--- config.mk ---
export PLATFORM = sky130hd
export DESIGN_NAME = fpmul32_top
export DESIGN_NICKNAME = d
export VERILOG_FILES = /design/src/rtl/fpmul_pkg.sv /design/src/rtl/fp_mult_core.sv /design/src/rtl/fp_op_fifo.sv /design/src/rtl/fp_operand_unpack.sv /design/src/rtl/fpmul32_top.sv
export SDC_FILE = /design/constraint.sdc
export NUM_CORES = 2
export LEC_CHECK = 0
export ABC_CLOCK_PERIOD_IN_PS = 11100
export BUFFER_PORTS_ARGS = -buffer_cell sky130_fd_sc_hd__buf_2
export CAP_MARGIN = 5
export CORE_ASPECT_RATIO = 0.75
export CORE_UTILIZATION = 35
export DETAILED_ROUTE_END_ITERATION = 10
export GPL_TIMING_DRIVEN = 1
export PLACE_DENSITY = 0.62
export SLEW_MARGIN = 15
export SYNTH_ARGS = -nofsm -noshare
export SYNTH_HDL_FRONTEND = slang
export SYNTH_HIERARCHICAL = 1
export SYNTH_SLANG_ARGS = --single-unit
--- constraint.sdc ---
create_clock -name clk -period 11.1 [get_ports clk]
set_input_delay 1.11 -clock clk [delete_from_list [all_inputs] [get_ports clk]]
set_output_delay 1.11 -clock clk [all_outputs]
set_load 0.1 [all_outputs]
--- src/rtl/fpmul_pkg.sv ---
package fpmul_pkg;

    localparam int EXP_W    = 8;                    // biased exponent field
    localparam int FRAC_W   = 23;                   // stored fraction field
    localparam int SIG_W    = 24;                   // significand with hidden bit
    localparam int EXP_BIAS = 127;
    localparam int EXP_MAX  = 255;                  // reserved for inf and nan
    localparam int XEXP_W   = 10;                   // signed working exponent

    // result class, decided by the unpacker and obeyed by the core
    localparam logic [1:0] CLS_NORMAL = 2'd0;
    localparam logic [1:0] CLS_ZERO   = 2'd1;
    localparam logic [1:0] CLS_INF    = 2'd2;
    localparam logic [1:0] CLS_NAN    = 2'd3;

    localparam logic [31:0] QNAN_WORD = 32'h7FC0_0000;  // canonical quiet nan

    // job word: sign, class, exponent sum, significand a, significand b
    localparam int JOB_W = 1 + 2 + XEXP_W + 2 * SIG_W;

    localparam int FIFO_DEPTH = 4;                  // jobs waiting ahead of the core
    localparam int FIFO_AW    = 2;                  // pointer width for FIFO_DEPTH

    // multiply core FSM
    localparam logic [1:0] ST_IDLE = 2'd0;          // waiting for a job
    localparam logic [1:0] ST_MUL  = 2'd1;          // significand product
    localparam logic [1:0] ST_NORM = 2'd2;          // normalize and round
    localparam logic [1:0] ST_PACK = 2'd3;          // pack result and flags

    // one word seen either raw or as ieee fields
    typedef union packed {
        logic [31:0] word;                          // raw bit pattern
        struct packed {
            logic              sign;
            logic [EXP_W-1:0]  exp;
            logic [FRAC_W-1:0] frac;
        } f;
    } fp32_u;

endpackage
--- src/rtl/fp_mult_core.sv ---
`timescale 1ns/1ns

module fp_mult_core import fpmul_pkg::*; (
    input  logic             clk,
    input  logic             rst_n,
    input  logic             empty_i,
    input  logic [JOB_W-1:0] job_i,                // FIFO head word
    output logic             pop_o,
    output logic             done_o,               // one-cycle pulse per result
    output logic [31:0]      product_o,
    output logic             nan_o,
    output logic             infinite_o,
    output logic             overflow_o,
    output logic             underflow_o
);

    logic [1:0]               state_q;
    logic                     job_sign_q;          // captured job fields
    logic [1:0]               job_cls_q;
    logic signed [XEXP_W-1:0] job_exp_q;
    logic [SIG_W-1:0]         sig_a_q;
    logic [SIG_W-1:0]         sig_b_q;
    logic [2*SIG_W-1:0]       prod_q;              // 48-bit significand product
    logic [SIG_W-1:0]         norm_sig;
    logic signed [XEXP_W-1:0] norm_exp;
    logic                     guard;
    logic                     sticky;
    logic                     round_up;
    logic [SIG_W:0]           rnd_sum;             // extra bit catches round carry
    logic signed [XEXP_W-1:0] rnd_exp;
    logic [FRAC_W-1:0]        rnd_frac;
    logic signed [XEXP_W-1:0] rnd_exp_q;
    logic [FRAC_W-1:0]        rnd_frac_q;
    fp32_u                    res;                 // packed result
    logic                     res_nan;
    logic                     res_inf;
    logic                     res_ovf;
    logic                     res_unf;

    assign pop_o = (state_q == ST_IDLE) && !empty_i;  // head taken on this edge

    always_ff @(posedge clk or negedge rst_n) begin
        if (!rst_n) begin
            state_q <= ST_IDLE;
        end else begin
            case (state_q)
                ST_IDLE: if (pop_o) state_q <= ST_MUL;
                ST_MUL:  state_q <= ST_NORM;
                ST_NORM: state_q <= ST_PACK;
                default: state_q <= ST_IDLE;       // pack done, ready again
            endcase
        end
    end

    always_ff @(posedge clk) begin
        if (pop_o) begin
            {job_sign_q, job_cls_q, job_exp_q, sig_a_q, sig_b_q} <= job_i;
        end
        if (state_q == ST_MUL) begin
            prod_q <= sig_a_q * sig_b_q;           // 1.x times 1.x, below 4.0
        end
        if (state_q == ST_NORM) begin
            rnd_exp_q  <= rnd_exp;
            rnd_frac_q <= rnd_frac;
        end
    end

    // normalize then round to nearest, ties to even
    always_comb begin
        if (prod_q[2*SIG_W-1]) begin               // product at or above 2.0
            norm_sig = prod_q[2*SIG_W-1 -: SIG_W];
            guard    = prod_q[SIG_W-1];
            sticky   = |prod_q[SIG_W-2:0];
            norm_exp = job_exp_q + XEXP_W'(1);     // shifted right once
        end else begin
            norm_sig = prod_q[2*SIG_W-2 -: SIG_W];
            guard    = prod_q[SIG_W-2];
            sticky   = |prod_q[SIG_W-3:0];
            norm_exp = job_exp_q;
        end
        round_up = guard && (sticky || norm_sig[0]);  // lsb breaks the tie
        rnd_sum  = {1'b0, norm_sig} + (SIG_W + 1)'(round_up);
        if (rnd_sum[SIG_W]) begin                  // all ones rolled over
            rnd_frac = rnd_sum[SIG_W-1:1];
            rnd_exp  = norm_exp + XEXP_W'(1);
        end else begin
            rnd_frac = rnd_sum[FRAC_W-1:0];        // hidden bit dropped
            rnd_exp  = norm_exp;
        end
    end

    always_comb begin
        res.word   = '0;
        res.f.sign = job_sign_q;
        res_nan    = 1'b0;
        res_inf    = 1'b0;
        res_ovf    = 1'b0;
        res_unf    = 1'b0;
        case (job_cls_q)
            CLS_NAN: begin
                res.word = QNAN_WORD;              // sign not kept for nan
                res_nan  = 1'b1;
            end
            CLS_INF: begin
                res.f.exp = '1;
                res_inf   = 1'b1;
            end
            CLS_NORMAL: begin
                if (rnd_exp_q >= EXP_MAX) begin
                    res.f.exp = '1;                // signed infinity
                    res_ovf   = 1'b1;
                end else if (rnd_exp_q <= 0) begin
                    res_unf = 1'b1;                // flushed to signed zero
                end else begin
                    res.f.exp  = rnd_exp_q[EXP_W-1:0];
                    res.f.frac = rnd_frac_q;
                end
            end
            default: ;                             // zero class, signed zero from above
        endcase
    end

    always_ff @(posedge clk or negedge rst_n) begin
        if (!rst_n) begin
            done_o      <= 1'b0;
            product_o   <= '0;
            nan_o       <= 1'b0;
            infinite_o  <= 1'b0;
            overflow_o  <= 1'b0;
            underflow_o <= 1'b0;
        end else begin
            done_o <= (state_q == ST_PACK);
            if (state_q == ST_PACK) begin          // held until the next done
                product_o   <= res.word;
                nan_o       <= res_nan;
                infinite_o  <= res_inf;
                overflow_o  <= res_ovf;
                underflow_o <= res_unf;
            end
        end
    end

endmodule

--- src/rtl/fp_op_fifo.sv ---
`timescale 1ns/1ns

module fp_op_fifo import fpmul_pkg::*; (
    input  logic             clk,
    input  logic             rst_n,
    input  logic             push_i,
    input  logic [JOB_W-1:0] wr_job_i,
    input  logic             pop_i,
    output logic [JOB_W-1:0] rd_job_o,             // head word
    output logic             empty_o,
    output logic             full_o
);

    logic [JOB_W-1:0]   mem [FIFO_DEPTH];          // job storage
    logic [FIFO_AW-1:0] wr_ptr;
    logic [FIFO_AW-1:0] rd_ptr;
    logic [FIFO_AW:0]   count;                     // occupancy, 0..FIFO_DEPTH
    logic               do_push;
    logic               do_pop;

    assign empty_o = (count == '0);
    assign full_o  = (count == (FIFO_AW + 1)'(FIFO_DEPTH));

    assign do_push = push_i && !full_o;            // push on full is dropped
    assign do_pop  = pop_i && !empty_o;            // pop on empty is ignored

    assign rd_job_o = mem[rd_ptr];                 // head visible without a pop

    always_ff @(posedge clk) begin
        if (do_push) begin
            mem[wr_ptr] <= wr_job_i;
        end
    end

    always_ff @(posedge clk or negedge rst_n) begin
        if (!rst_n) begin
            wr_ptr <= '0;
            rd_ptr <= '0;
            count  <= '0;
        end else begin
            if (do_push) begin
                wr_ptr <= wr_ptr + 1'b1;           // wraps at FIFO_DEPTH
            end
            if (do_pop) begin
                rd_ptr <= rd_ptr + 1'b1;
            end
            case ({do_push, do_pop})
                2'b10:   count <= count + 1'b1;
                2'b01:   count <= count - 1'b1;
                default: count <= count;           // both or neither
            endcase
        end
    end

endmodule

--- src/rtl/fp_operand_unpack.sv ---
`timescale 1ns/1ns

module fp_operand_unpack import fpmul_pkg::*; (
    input  logic             clk,
    input  logic             rst_n,
    input  logic [31:0]      a_i,
    input  logic [31:0]      b_i,
    input  logic             start_i,
    input  logic             fifo_full_i,          // back-pressure from the buffer
    output logic             push_o,               // one-cycle strobe
    output logic [JOB_W-1:0] job_o
);

    fp32_u                    op_a;                // field view of a_i
    fp32_u                    op_b;                // field view of b_i
    logic                     a_zero;
    logic                     b_zero;
    logic                     a_inf;
    logic                     b_inf;
    logic                     a_nan;
    logic                     b_nan;
    logic                     sign_x;              // product sign
    logic [1:0]               cls;
    logic signed [XEXP_W-1:0] exp_sum;
    logic [SIG_W-1:0]         sig_a;
    logic [SIG_W-1:0]         sig_b;
    logic                     accept;

    assign op_a.word = a_i;
    assign op_b.word = b_i;

    // zero exponent covers true zero and flushed subnormals
    assign a_zero = (op_a.f.exp == '0);
    assign b_zero = (op_b.f.exp == '0);
    assign a_inf  = (op_a.f.exp == EXP_MAX) && (op_a.f.frac == '0);
    assign b_inf  = (op_b.f.exp == EXP_MAX) && (op_b.f.frac == '0);
    assign a_nan  = (op_a.f.exp == EXP_MAX) && (op_a.f.frac != '0);
    assign b_nan  = (op_b.f.exp == EXP_MAX) && (op_b.f.frac != '0);

    assign sign_x = op_a.f.sign ^ op_b.f.sign;     // xor of operand signs

    // class priority: nan, then inf, then zero, then normal
    always_comb begin
        if (a_nan || b_nan || (a_inf && b_zero) || (b_inf && a_zero)) begin
            cls = CLS_NAN;                         // nan in, or inf times zero
        end else if (a_inf || b_inf) begin
            cls = CLS_INF;
        end else if (a_zero || b_zero) begin
            cls = CLS_ZERO;
        end else begin
            cls = CLS_NORMAL;
        end
    end

    // ea + eb - bias, kept signed so the core can see under and overflow
    assign exp_sum = $signed({{(XEXP_W-EXP_W){1'b0}}, op_a.f.exp})
                   + $signed({{(XEXP_W-EXP_W){1'b0}}, op_b.f.exp})
                   - XEXP_W'(EXP_BIAS);

    assign sig_a = {1'b1, op_a.f.frac};            // hidden bit attached
    assign sig_b = {1'b1, op_b.f.frac};

    assign accept = start_i && !fifo_full_i;       // start dropped while full

    always_ff @(posedge clk or negedge rst_n) begin
        if (!rst_n) begin
            push_o <= 1'b0;
        end else begin
            push_o <= accept;                      // push one edge after start
        end
    end

    always_ff @(posedge clk) begin
        if (accept) begin
            if (cls == CLS_NORMAL) begin
                job_o <= {sign_x, cls, exp_sum, sig_a, sig_b};
            end else begin
                job_o <= {sign_x, cls, {(XEXP_W + 2 * SIG_W){1'b0}}};  // no payload needed
            end
        end
    end

endmodule

--- src/rtl/fpmul32_top.sv ---
`timescale 1ns/1ns

module fpmul32_top import fpmul_pkg::*; (
    input  logic        clk,
    input  logic        rst_n,
    input  logic [31:0] a_i,
    input  logic [31:0] b_i,
    input  logic        start_i,
    output logic        full_o,                    // caller holds start while high
    output logic        done_o,
    output logic [31:0] product_o,
    output logic        nan_o,
    output logic        infinite_o,
    output logic        overflow_o,
    output logic        underflow_o
);

    logic             push;                        // unpacker to FIFO
    logic [JOB_W-1:0] job;
    logic             pop;                         // core to FIFO
    logic             empty;
    logic [JOB_W-1:0] rd_job;

    fp_operand_unpack u_unpack (
        .clk         (clk),
        .rst_n       (rst_n),
        .a_i         (a_i),
        .b_i         (b_i),
        .start_i     (start_i),
        .fifo_full_i (full_o),
        .push_o      (push),
        .job_o       (job)
    );

    fp_op_fifo u_fifo (
        .clk      (clk),
        .rst_n    (rst_n),
        .push_i   (push),
        .wr_job_i (job),
        .pop_i    (pop),
        .rd_job_o (rd_job),
        .empty_o  (empty),
        .full_o   (full_o)                         // also the outside back-pressure
    );

    fp_mult_core u_core (
        .clk         (clk),
        .rst_n       (rst_n),
        .empty_i     (empty),
        .job_i       (rd_job),
        .pop_o       (pop),
        .done_o      (done_o),
        .product_o   (product_o),
        .nan_o       (nan_o),
        .infinite_o  (infinite_o),
        .overflow_o  (overflow_o),
        .underflow_o (underflow_o)
    );

endmodule

# Word level (Yosys, flattened, before mapping)
# Memory sizes are Yosys's and may differ from the RTL's. A register that Yosys moved wholly into a read port is not among the register bits.
# Cells that the tools add are included.
totals:
  register_bits: 189
  ram_bits: 244
  inputBits: 67
  output_inout_bits: 38
  wordCells: 102
  mem_count: 1
classes:
  n_addsub: 9
  multipliers: 1
  n_lt_le_gt_ge: 2
  eq_ne: 11
  muxes: 28
  bitwise_logic: 1
  n_reduce_logical: 33
mem_list:
  columns: ["memory", "words", "word_bits", "read_ports", "rd_clocked_by_memory_dff", "write_ports", "line", "text"]
  rows:
  - ["u_fifo.mem", 4, 61, 1, 1, 1, "fp_op_fifo.sv:14", "logic [JOB_W-1:0] mem [FIFO_DEPTH];"]
op_table:
  columns: ["operator", "n"]
  rows:
  - ["multiplier 24 x 24 -> 48 bit", 1]
  - ["2-to-1 mux 48 bit", 1]
  - ["zero test 23 bit", 2]
  - ["2-to-1 mux 23 bit", 2]
  - ["case mux 23 bit (2 select lines)", 1]
  - ["nonzero test 23 bit", 2]
  - ["2-to-1 mux 31 bit", 1]
  - ["adder 24 x 1 -> 25 bit", 1]
  - ["2-to-1 mux 24 bit", 1]
  - ["OR reduction 23 bit", 1]
  - ["OR reduction 22 bit", 1]
  - ["adder 10 x 2 -> 10 bit (second input constant)", 2]
  - ["2-to-1 mux 10 bit", 2]
  - ["== test 8 bit (second input constant)", 2]
  - ["zero test 8 bit", 2]
  - ["case mux 8 bit (2 select lines)", 1]
  - ["2-to-1 mux 1 bit", 13]
  - ["logical AND 1 bit", 11]
  - ["== test 2 bit (second input constant)", 5]
  - [">= comparator 10 x 9 -> 1 bit (second input constant)", 1]
  - ["<= comparator 10 x 1 -> 1 bit (second input constant)", 1]
  - ["subtractor 9 x 7 -> 10 bit (second input constant)", 1]
  - ["adder 8 x 8 -> 9 bit", 1]
  - ["2-to-1 mux 8 bit", 1]
  - ["other kinds (16)", 28]

# Logic depth before layout (Yosys ltp)
logic_depth:
  word_depth: 8
  mapped_depth: 27
  mapped_depth_nobuf: 25

# Hierarchy
# The synthesis kept the hierarchy.
modules_own_cells:
  columns: ["module", "instances", "cells_per_inst", "area_each_um2", "seq_area_each_um2"]
  rows:
  - ["fp_mult_core", 1, 2678, 26263.9, 5240.0]
  - ["fp_op_fifo", 1, 356, 9300.2, 7502.2]
  - ["fp_operand_unpack", 1, 215, 2884.0, 1826.8]

# Worst setup path before layout
# OpenSTA, ideal clock, no wires.
synth_timing:
  path_type: "register to register"
  startpoint: "register u_core.sig_b_q[3] (read register of u_fifo.mem)"
  endpoint: "register u_core.prod_q[47], data pin"
  setup_time_ns: 0.280
  arrival_time_ns: 6.345
  required_time_ns: 10.820
  setup_slack_ns: 4.475
  path_stages_with_launch: 27
  n_path_buf: 1
  synth_period_minus_slack_ns: 6.625
  cell_sequence: "edfxtp_1 > clkbuf_1 > nand2_1 > fa_1 > inv_1 > fa_1 > inv_1 > fa_1 > inv_1 > fa_1 > inv_1 > fa_1 > inv_1 > fa_1 > inv_1 > fa_1 > inv_1 > ha_1 > a21oi_1 > nand2_1 > o22a_1 > o211ai_1 > nand2_1 > a221o_1 > a21o_1 > a31oi_1 > o211ai_1"
synth_between:
  elab_chain_len: 1
synth_lines:
  columns: ["item", "line", "text"]
  rows:
  - ["from (decl)", "fp_mult_core.sv:22", "logic [SIG_W-1:0] sig_b_q;"]
  - ["multiplier 24 x 24 -> 48 bit", "fp_mult_core.sv:60", "prod_q <= sig_a_q * sig_b_q;"]
  - ["to (signal assigned)", "fp_mult_core.sv:60", null]
  - ["to (decl)", "fp_mult_core.sv:23", "logic [2*SIG_W-1:0] prod_q;"]
# No other way between the ends.
# A chain may end at the register's enable or synchronous reset.

# Final worst setup path
layout_timing:
  startpoint: "register u_core.sig_b_q[10] (read register of u_fifo.mem)"
  endpoint: "register u_core.prod_q[42], data pin"
# The elaborated chain is that of the path after synthesis.

==> results list <==
- Category of the critical setup timing path: reg2reg
* Maximum count of clock buffers along a single path: 3
- Crit-path cells: nand2_1 -> fa_1 -> fa_1 -> inv_1 -> fa_1 -> inv_1 -> fa_1 -> inv_1 -> fa_1 -> fa_1 -> inv_1 -> fa_1 -> inv_1 -> ha_1 -> a21o_1 -> a21o_1 -> a21oi_1 -> nand2_1 -> a21oi_1 -> o31ai_1 -> a21oi_1 -> o221ai_1 -> xor2_1
- Buffer cell driving the clock tree root: sky130_fd_sc_hd__clkbuf_16
- Worst hold margin: 440 ps
- Synthesis produced 3,249 cells.
- In this run, placement finished with an instance count of 4,668.
- Crit path from: u_core/sig_b_q[10]
- Timing would allow up to 122 MHz.
- Total of flip-flops plus latches after synthesis: 493
* Arrival time of the worst setup path: 8550 ps
- Post-Synthesis Net Count: 4,005
* Proportion of netlist area held by the largest area contributor: 34.8%
- First DRT Iteration DRCs: 1,742
- Of all nets on the critical path, the largest fanout is 24.
- Die outline height: 289 um
* H-tree level count: 2
- After synthesis the cells add up to 0.0384 sq mm.
- Count of nets left with antenna violations after detail routing: 0
- Counting buffers and inverters, the worst setup path is 23 cells deep.
* Number of distinct library cell variants in the gate-level netlist after synthesis: 71
- The kind of cell with the highest combined delay along the critical path is adder cells.
- Max capacitance violation total: 0
- Register-to-Register Setup Slack: 2910 ps
- Number of diodes added for antenna fixing: 0
- Ranked by total cell area, the synthesized netlist is headed by sky130_fd_sc_hd__edfxtp_1, sky130_fd_sc_hd__fa_1, sky130_fd_sc_hd__ha_1.
- Actual slew at the worst max-slew pin: 1150 ps
- During placement, the flow inserted port buffers numbering 104.
* Overall routing resource usage: 15.8%
* Critical R2R Launch: u_core/sig_b_q[10]
* Startpoint type of the worst setup path: flop
- Outcome: finished clean
- Boundary Pins: 105
* Master of the slowest instance on the critical path: sky130_fd_sc_hd__edfxtp_1
- Entering global routing, the biggest net connects 62 pins.
* FF-to-FF End: u_core/prod_q[42]
* Endpoint of the most critical setup path: u_core/prod_q[42]
- Buffers inserted during clock tree synthesis total 52.
- The die is 385 um wide.
* Total wire length: 86.4 mm
- In the final layout, the share of cells above drive strength 1 is 9.54%.
* Antenna violations before repair: 0
- # DRC: 0
- Post-CTS setup buffer count: 0
- Clock tree from TritonCTS: built
- DP HPWL: 64.3 mm
- Clock tree synthesis found a total of 493 sinks.
* Worst Hold Path Cells: 2
* Count of final max-slew check failures: 0
- The clock period could shrink to 8190 ps.
- Synth area leader: sky130_fd_sc_hd__edfxtp_1
- Total of endpoints with negative setup slack in the final report: 0
- Clock latency on the worst-skew pair: 670 ps
* Buf+Inv Stages, Crit Path: 5
- Worst-case headroom to the max-slew limit: 23.2%
- Reg2Reg Depth: 23
* Syn_area_per_cell: 11.8 sq um
- For this design, the CTS-stage hold fixing added 0 buffers.
- Average routed wire per standard cell: 18.1 um
- For this run, the register share of the synthesized area comes to 37.9%.
- Endpoint type of the worst setup path: flop
* Vias in the first global route: 24,200
- In this run, synthesis inferred 446 flip-flops with an integrated enable.
* Clock transition at the register clock pins on the worst setup and hold paths after CTS: 60 ps
- Counting flops with an async set or reset pin after synthesis yields a share of 9.53%.
- The congestion estimate from routability-driven global placement came to 0.893.
- Pre-antenna DRT Iters: 5
- Ranked by instance count, the synthesized netlist is headed by sky130_fd_sc_hd__inv_1, sky130_fd_sc_hd__fa_1, sky130_fd_sc_hd__edfxtp_1, sky130_fd_sc_hd__nand2_1, sky130_fd_sc_hd__and2_1.
- Core Box Area: 0.108 sq mm
- STA puts the critical path data required time at 11,470 ps.
- Total global routing overflow: 0
* Nets: 4,047
- For this block, the via count after detailed routing is 23,200.
- For this run, the leading register cell type out of synthesis is sky130_fd_sc_hd__edfxtp_1.
* Setup TNS Final: 0 ps
- Hold Path Class: reg2reg
- Global-route wire length before repair: 138 mm
- Number of non-filler instances in the completed layout: 4,765
- Via density per instance: 4.87
* Final hold violations: 0
* Warnings, synthesis: 6
* Crit path top cell by count: sky130_fd_sc_hd__fa_1
- Placement Rows: 104
- For the final database, setup skew stands at 81.3 ps.
- Cell with the most instances after synthesis: sky130_fd_sc_hd__inv_1
* Starting density of the core: 35.6%
- Unrepaired setup endpoints after global routing: false
* Post-cts resize count: 0
- DIE AREA: 0.111 sq mm
* Final standard cell utilization of the core: 39.0%
* Period utilisation layout: 73.8%
- Crit-path max cell delay: 1060 ps
* Synthesis-to-layout area growth: 9.76%
## cells by family (layout without fill, tap and decap cells)
family | count (synthesis) | after routing | share of synthesized area, %
AND/OR/NAND/NOR | 921 | 921 | 12.4
buffers and inverters | 732 | 817 | 7.53
adder cells (fa/ha/maj) | 689 | 689 | 31.9
flip-flops | 493 | 493 | 37.9
AO/OA/AOI/OAI | 233 | 233 | 3.85
XOR/XNOR | 93 | 93 | 2.12
multiplexers | 88 | 88 | 4.34
## worst min path at each step
stage | slack [ps] | start | to
after global placement | 450 | u_core/rnd_frac_q[3] | u_core/product_o[3]
after CTS | 450 | u_core/rnd_frac_q[16] | u_core/product_o[16]
after detailed placement | 450 | u_core/rnd_frac_q[20] | u_core/product_o[20]
after global routing | 470 | u_unpack/job_o[30] | u_fifo/mem[2][30]
final | 440 | u_core/rnd_frac_q[16] | u_core/product_o[16]
after floorplan | 430 | u_core/rnd_frac_q[0] | u_core/product_o[0]
## registers in the layout (all words and copies together) (netlist names), 2 cells and up
signal             flops
u_core/state_q         2
u_core/product_o      32
u_core/rnd_frac_q     23
u_unpack/job_o        60
u_fifo/rd_ptr          2
u_fifo/wr_ptr          2
u_fifo/count           3
u_fifo/mem           244
u_core/sig_a_q        24
u_core/job_cls_q       2
u_core/rnd_exp_q      10
u_core/sig_b_q        24
u_core/prod_q         48
u_core/job_exp_q      10
## worst register-to-register path, cell delays in order, from the launching register on
cell,delay [ps]
sky130_fd_sc_hd__edfxtp_1,1060
sky130_fd_sc_hd__nand2_1,220
sky130_fd_sc_hd__fa_1,550
sky130_fd_sc_hd__fa_1,580
sky130_fd_sc_hd__inv_1,60
sky130_fd_sc_hd__fa_1,510
sky130_fd_sc_hd__inv_1,80
sky130_fd_sc_hd__fa_1,550
sky130_fd_sc_hd__inv_1,50
sky130_fd_sc_hd__fa_1,450
sky130_fd_sc_hd__fa_1,490
sky130_fd_sc_hd__inv_1,50
sky130_fd_sc_hd__fa_1,480
sky130_fd_sc_hd__inv_1,60
sky130_fd_sc_hd__ha_1,360
sky130_fd_sc_hd__a21o_1,210
sky130_fd_sc_hd__a21o_1,180
sky130_fd_sc_hd__a21oi_1,250
sky130_fd_sc_hd__nand2_1,80
sky130_fd_sc_hd__a21oi_1,560
sky130_fd_sc_hd__o31ai_1,300
sky130_fd_sc_hd__a21oi_1,380
sky130_fd_sc_hd__o221ai_1,220
sky130_fd_sc_hd__xor2_1,170
## cells in the final DEF (no fill, tap or decap), drive strengths merged, types with 6 or more instances in the layout
cell,n
nor2b,15
o21a,6
o211ai,6
buf,132
nand2b,7
a21oi,60
and2,356
nor3,19
a31oi,11
mux2,10
clkinv,22
nand3,23
nand4,23
a211oi,10
and3,7
o21ai,54
inv,593
dfrtp,47
mux2i,17
xor2,55
fa,484
o22ai,10
xnor2,38
a21boi,8
a21o,34
nor4,23
edfxtp,446
mux4,61
o21bai,6
clkbuf,57
ha,205
nand2,370
nor2,60
bufinv,10
## final cells by class
type	instances	area (sq um)
clock buffer	57	1330
clock inverter	40	544
fill	10300	65900
inverter	588	2210
multi-input combinational	2024	21000
sequential	493	14600
tap	1431	1790
timing repair buffer	132	731
## metal layers
metal	global-route usage (%)	share of wire, %
met5	0	0
met4	3.02	1.5
met3	3.21	7.0
met2	23.9	44
met1	23.5	48
## stage by stage
step / setup WS, ps / area [sq um]
CTS: 2990 / 42200
floorplan: 4480 / 38400
finish: 2910 / 42200
detailed placement: 3060 / 40300
global route: 2640 / 42200
global placement: 3250 / 40300
Power is not shown: default switching activity piles up to over one toggle a cycle in this logic, so the estimate is an artifact.
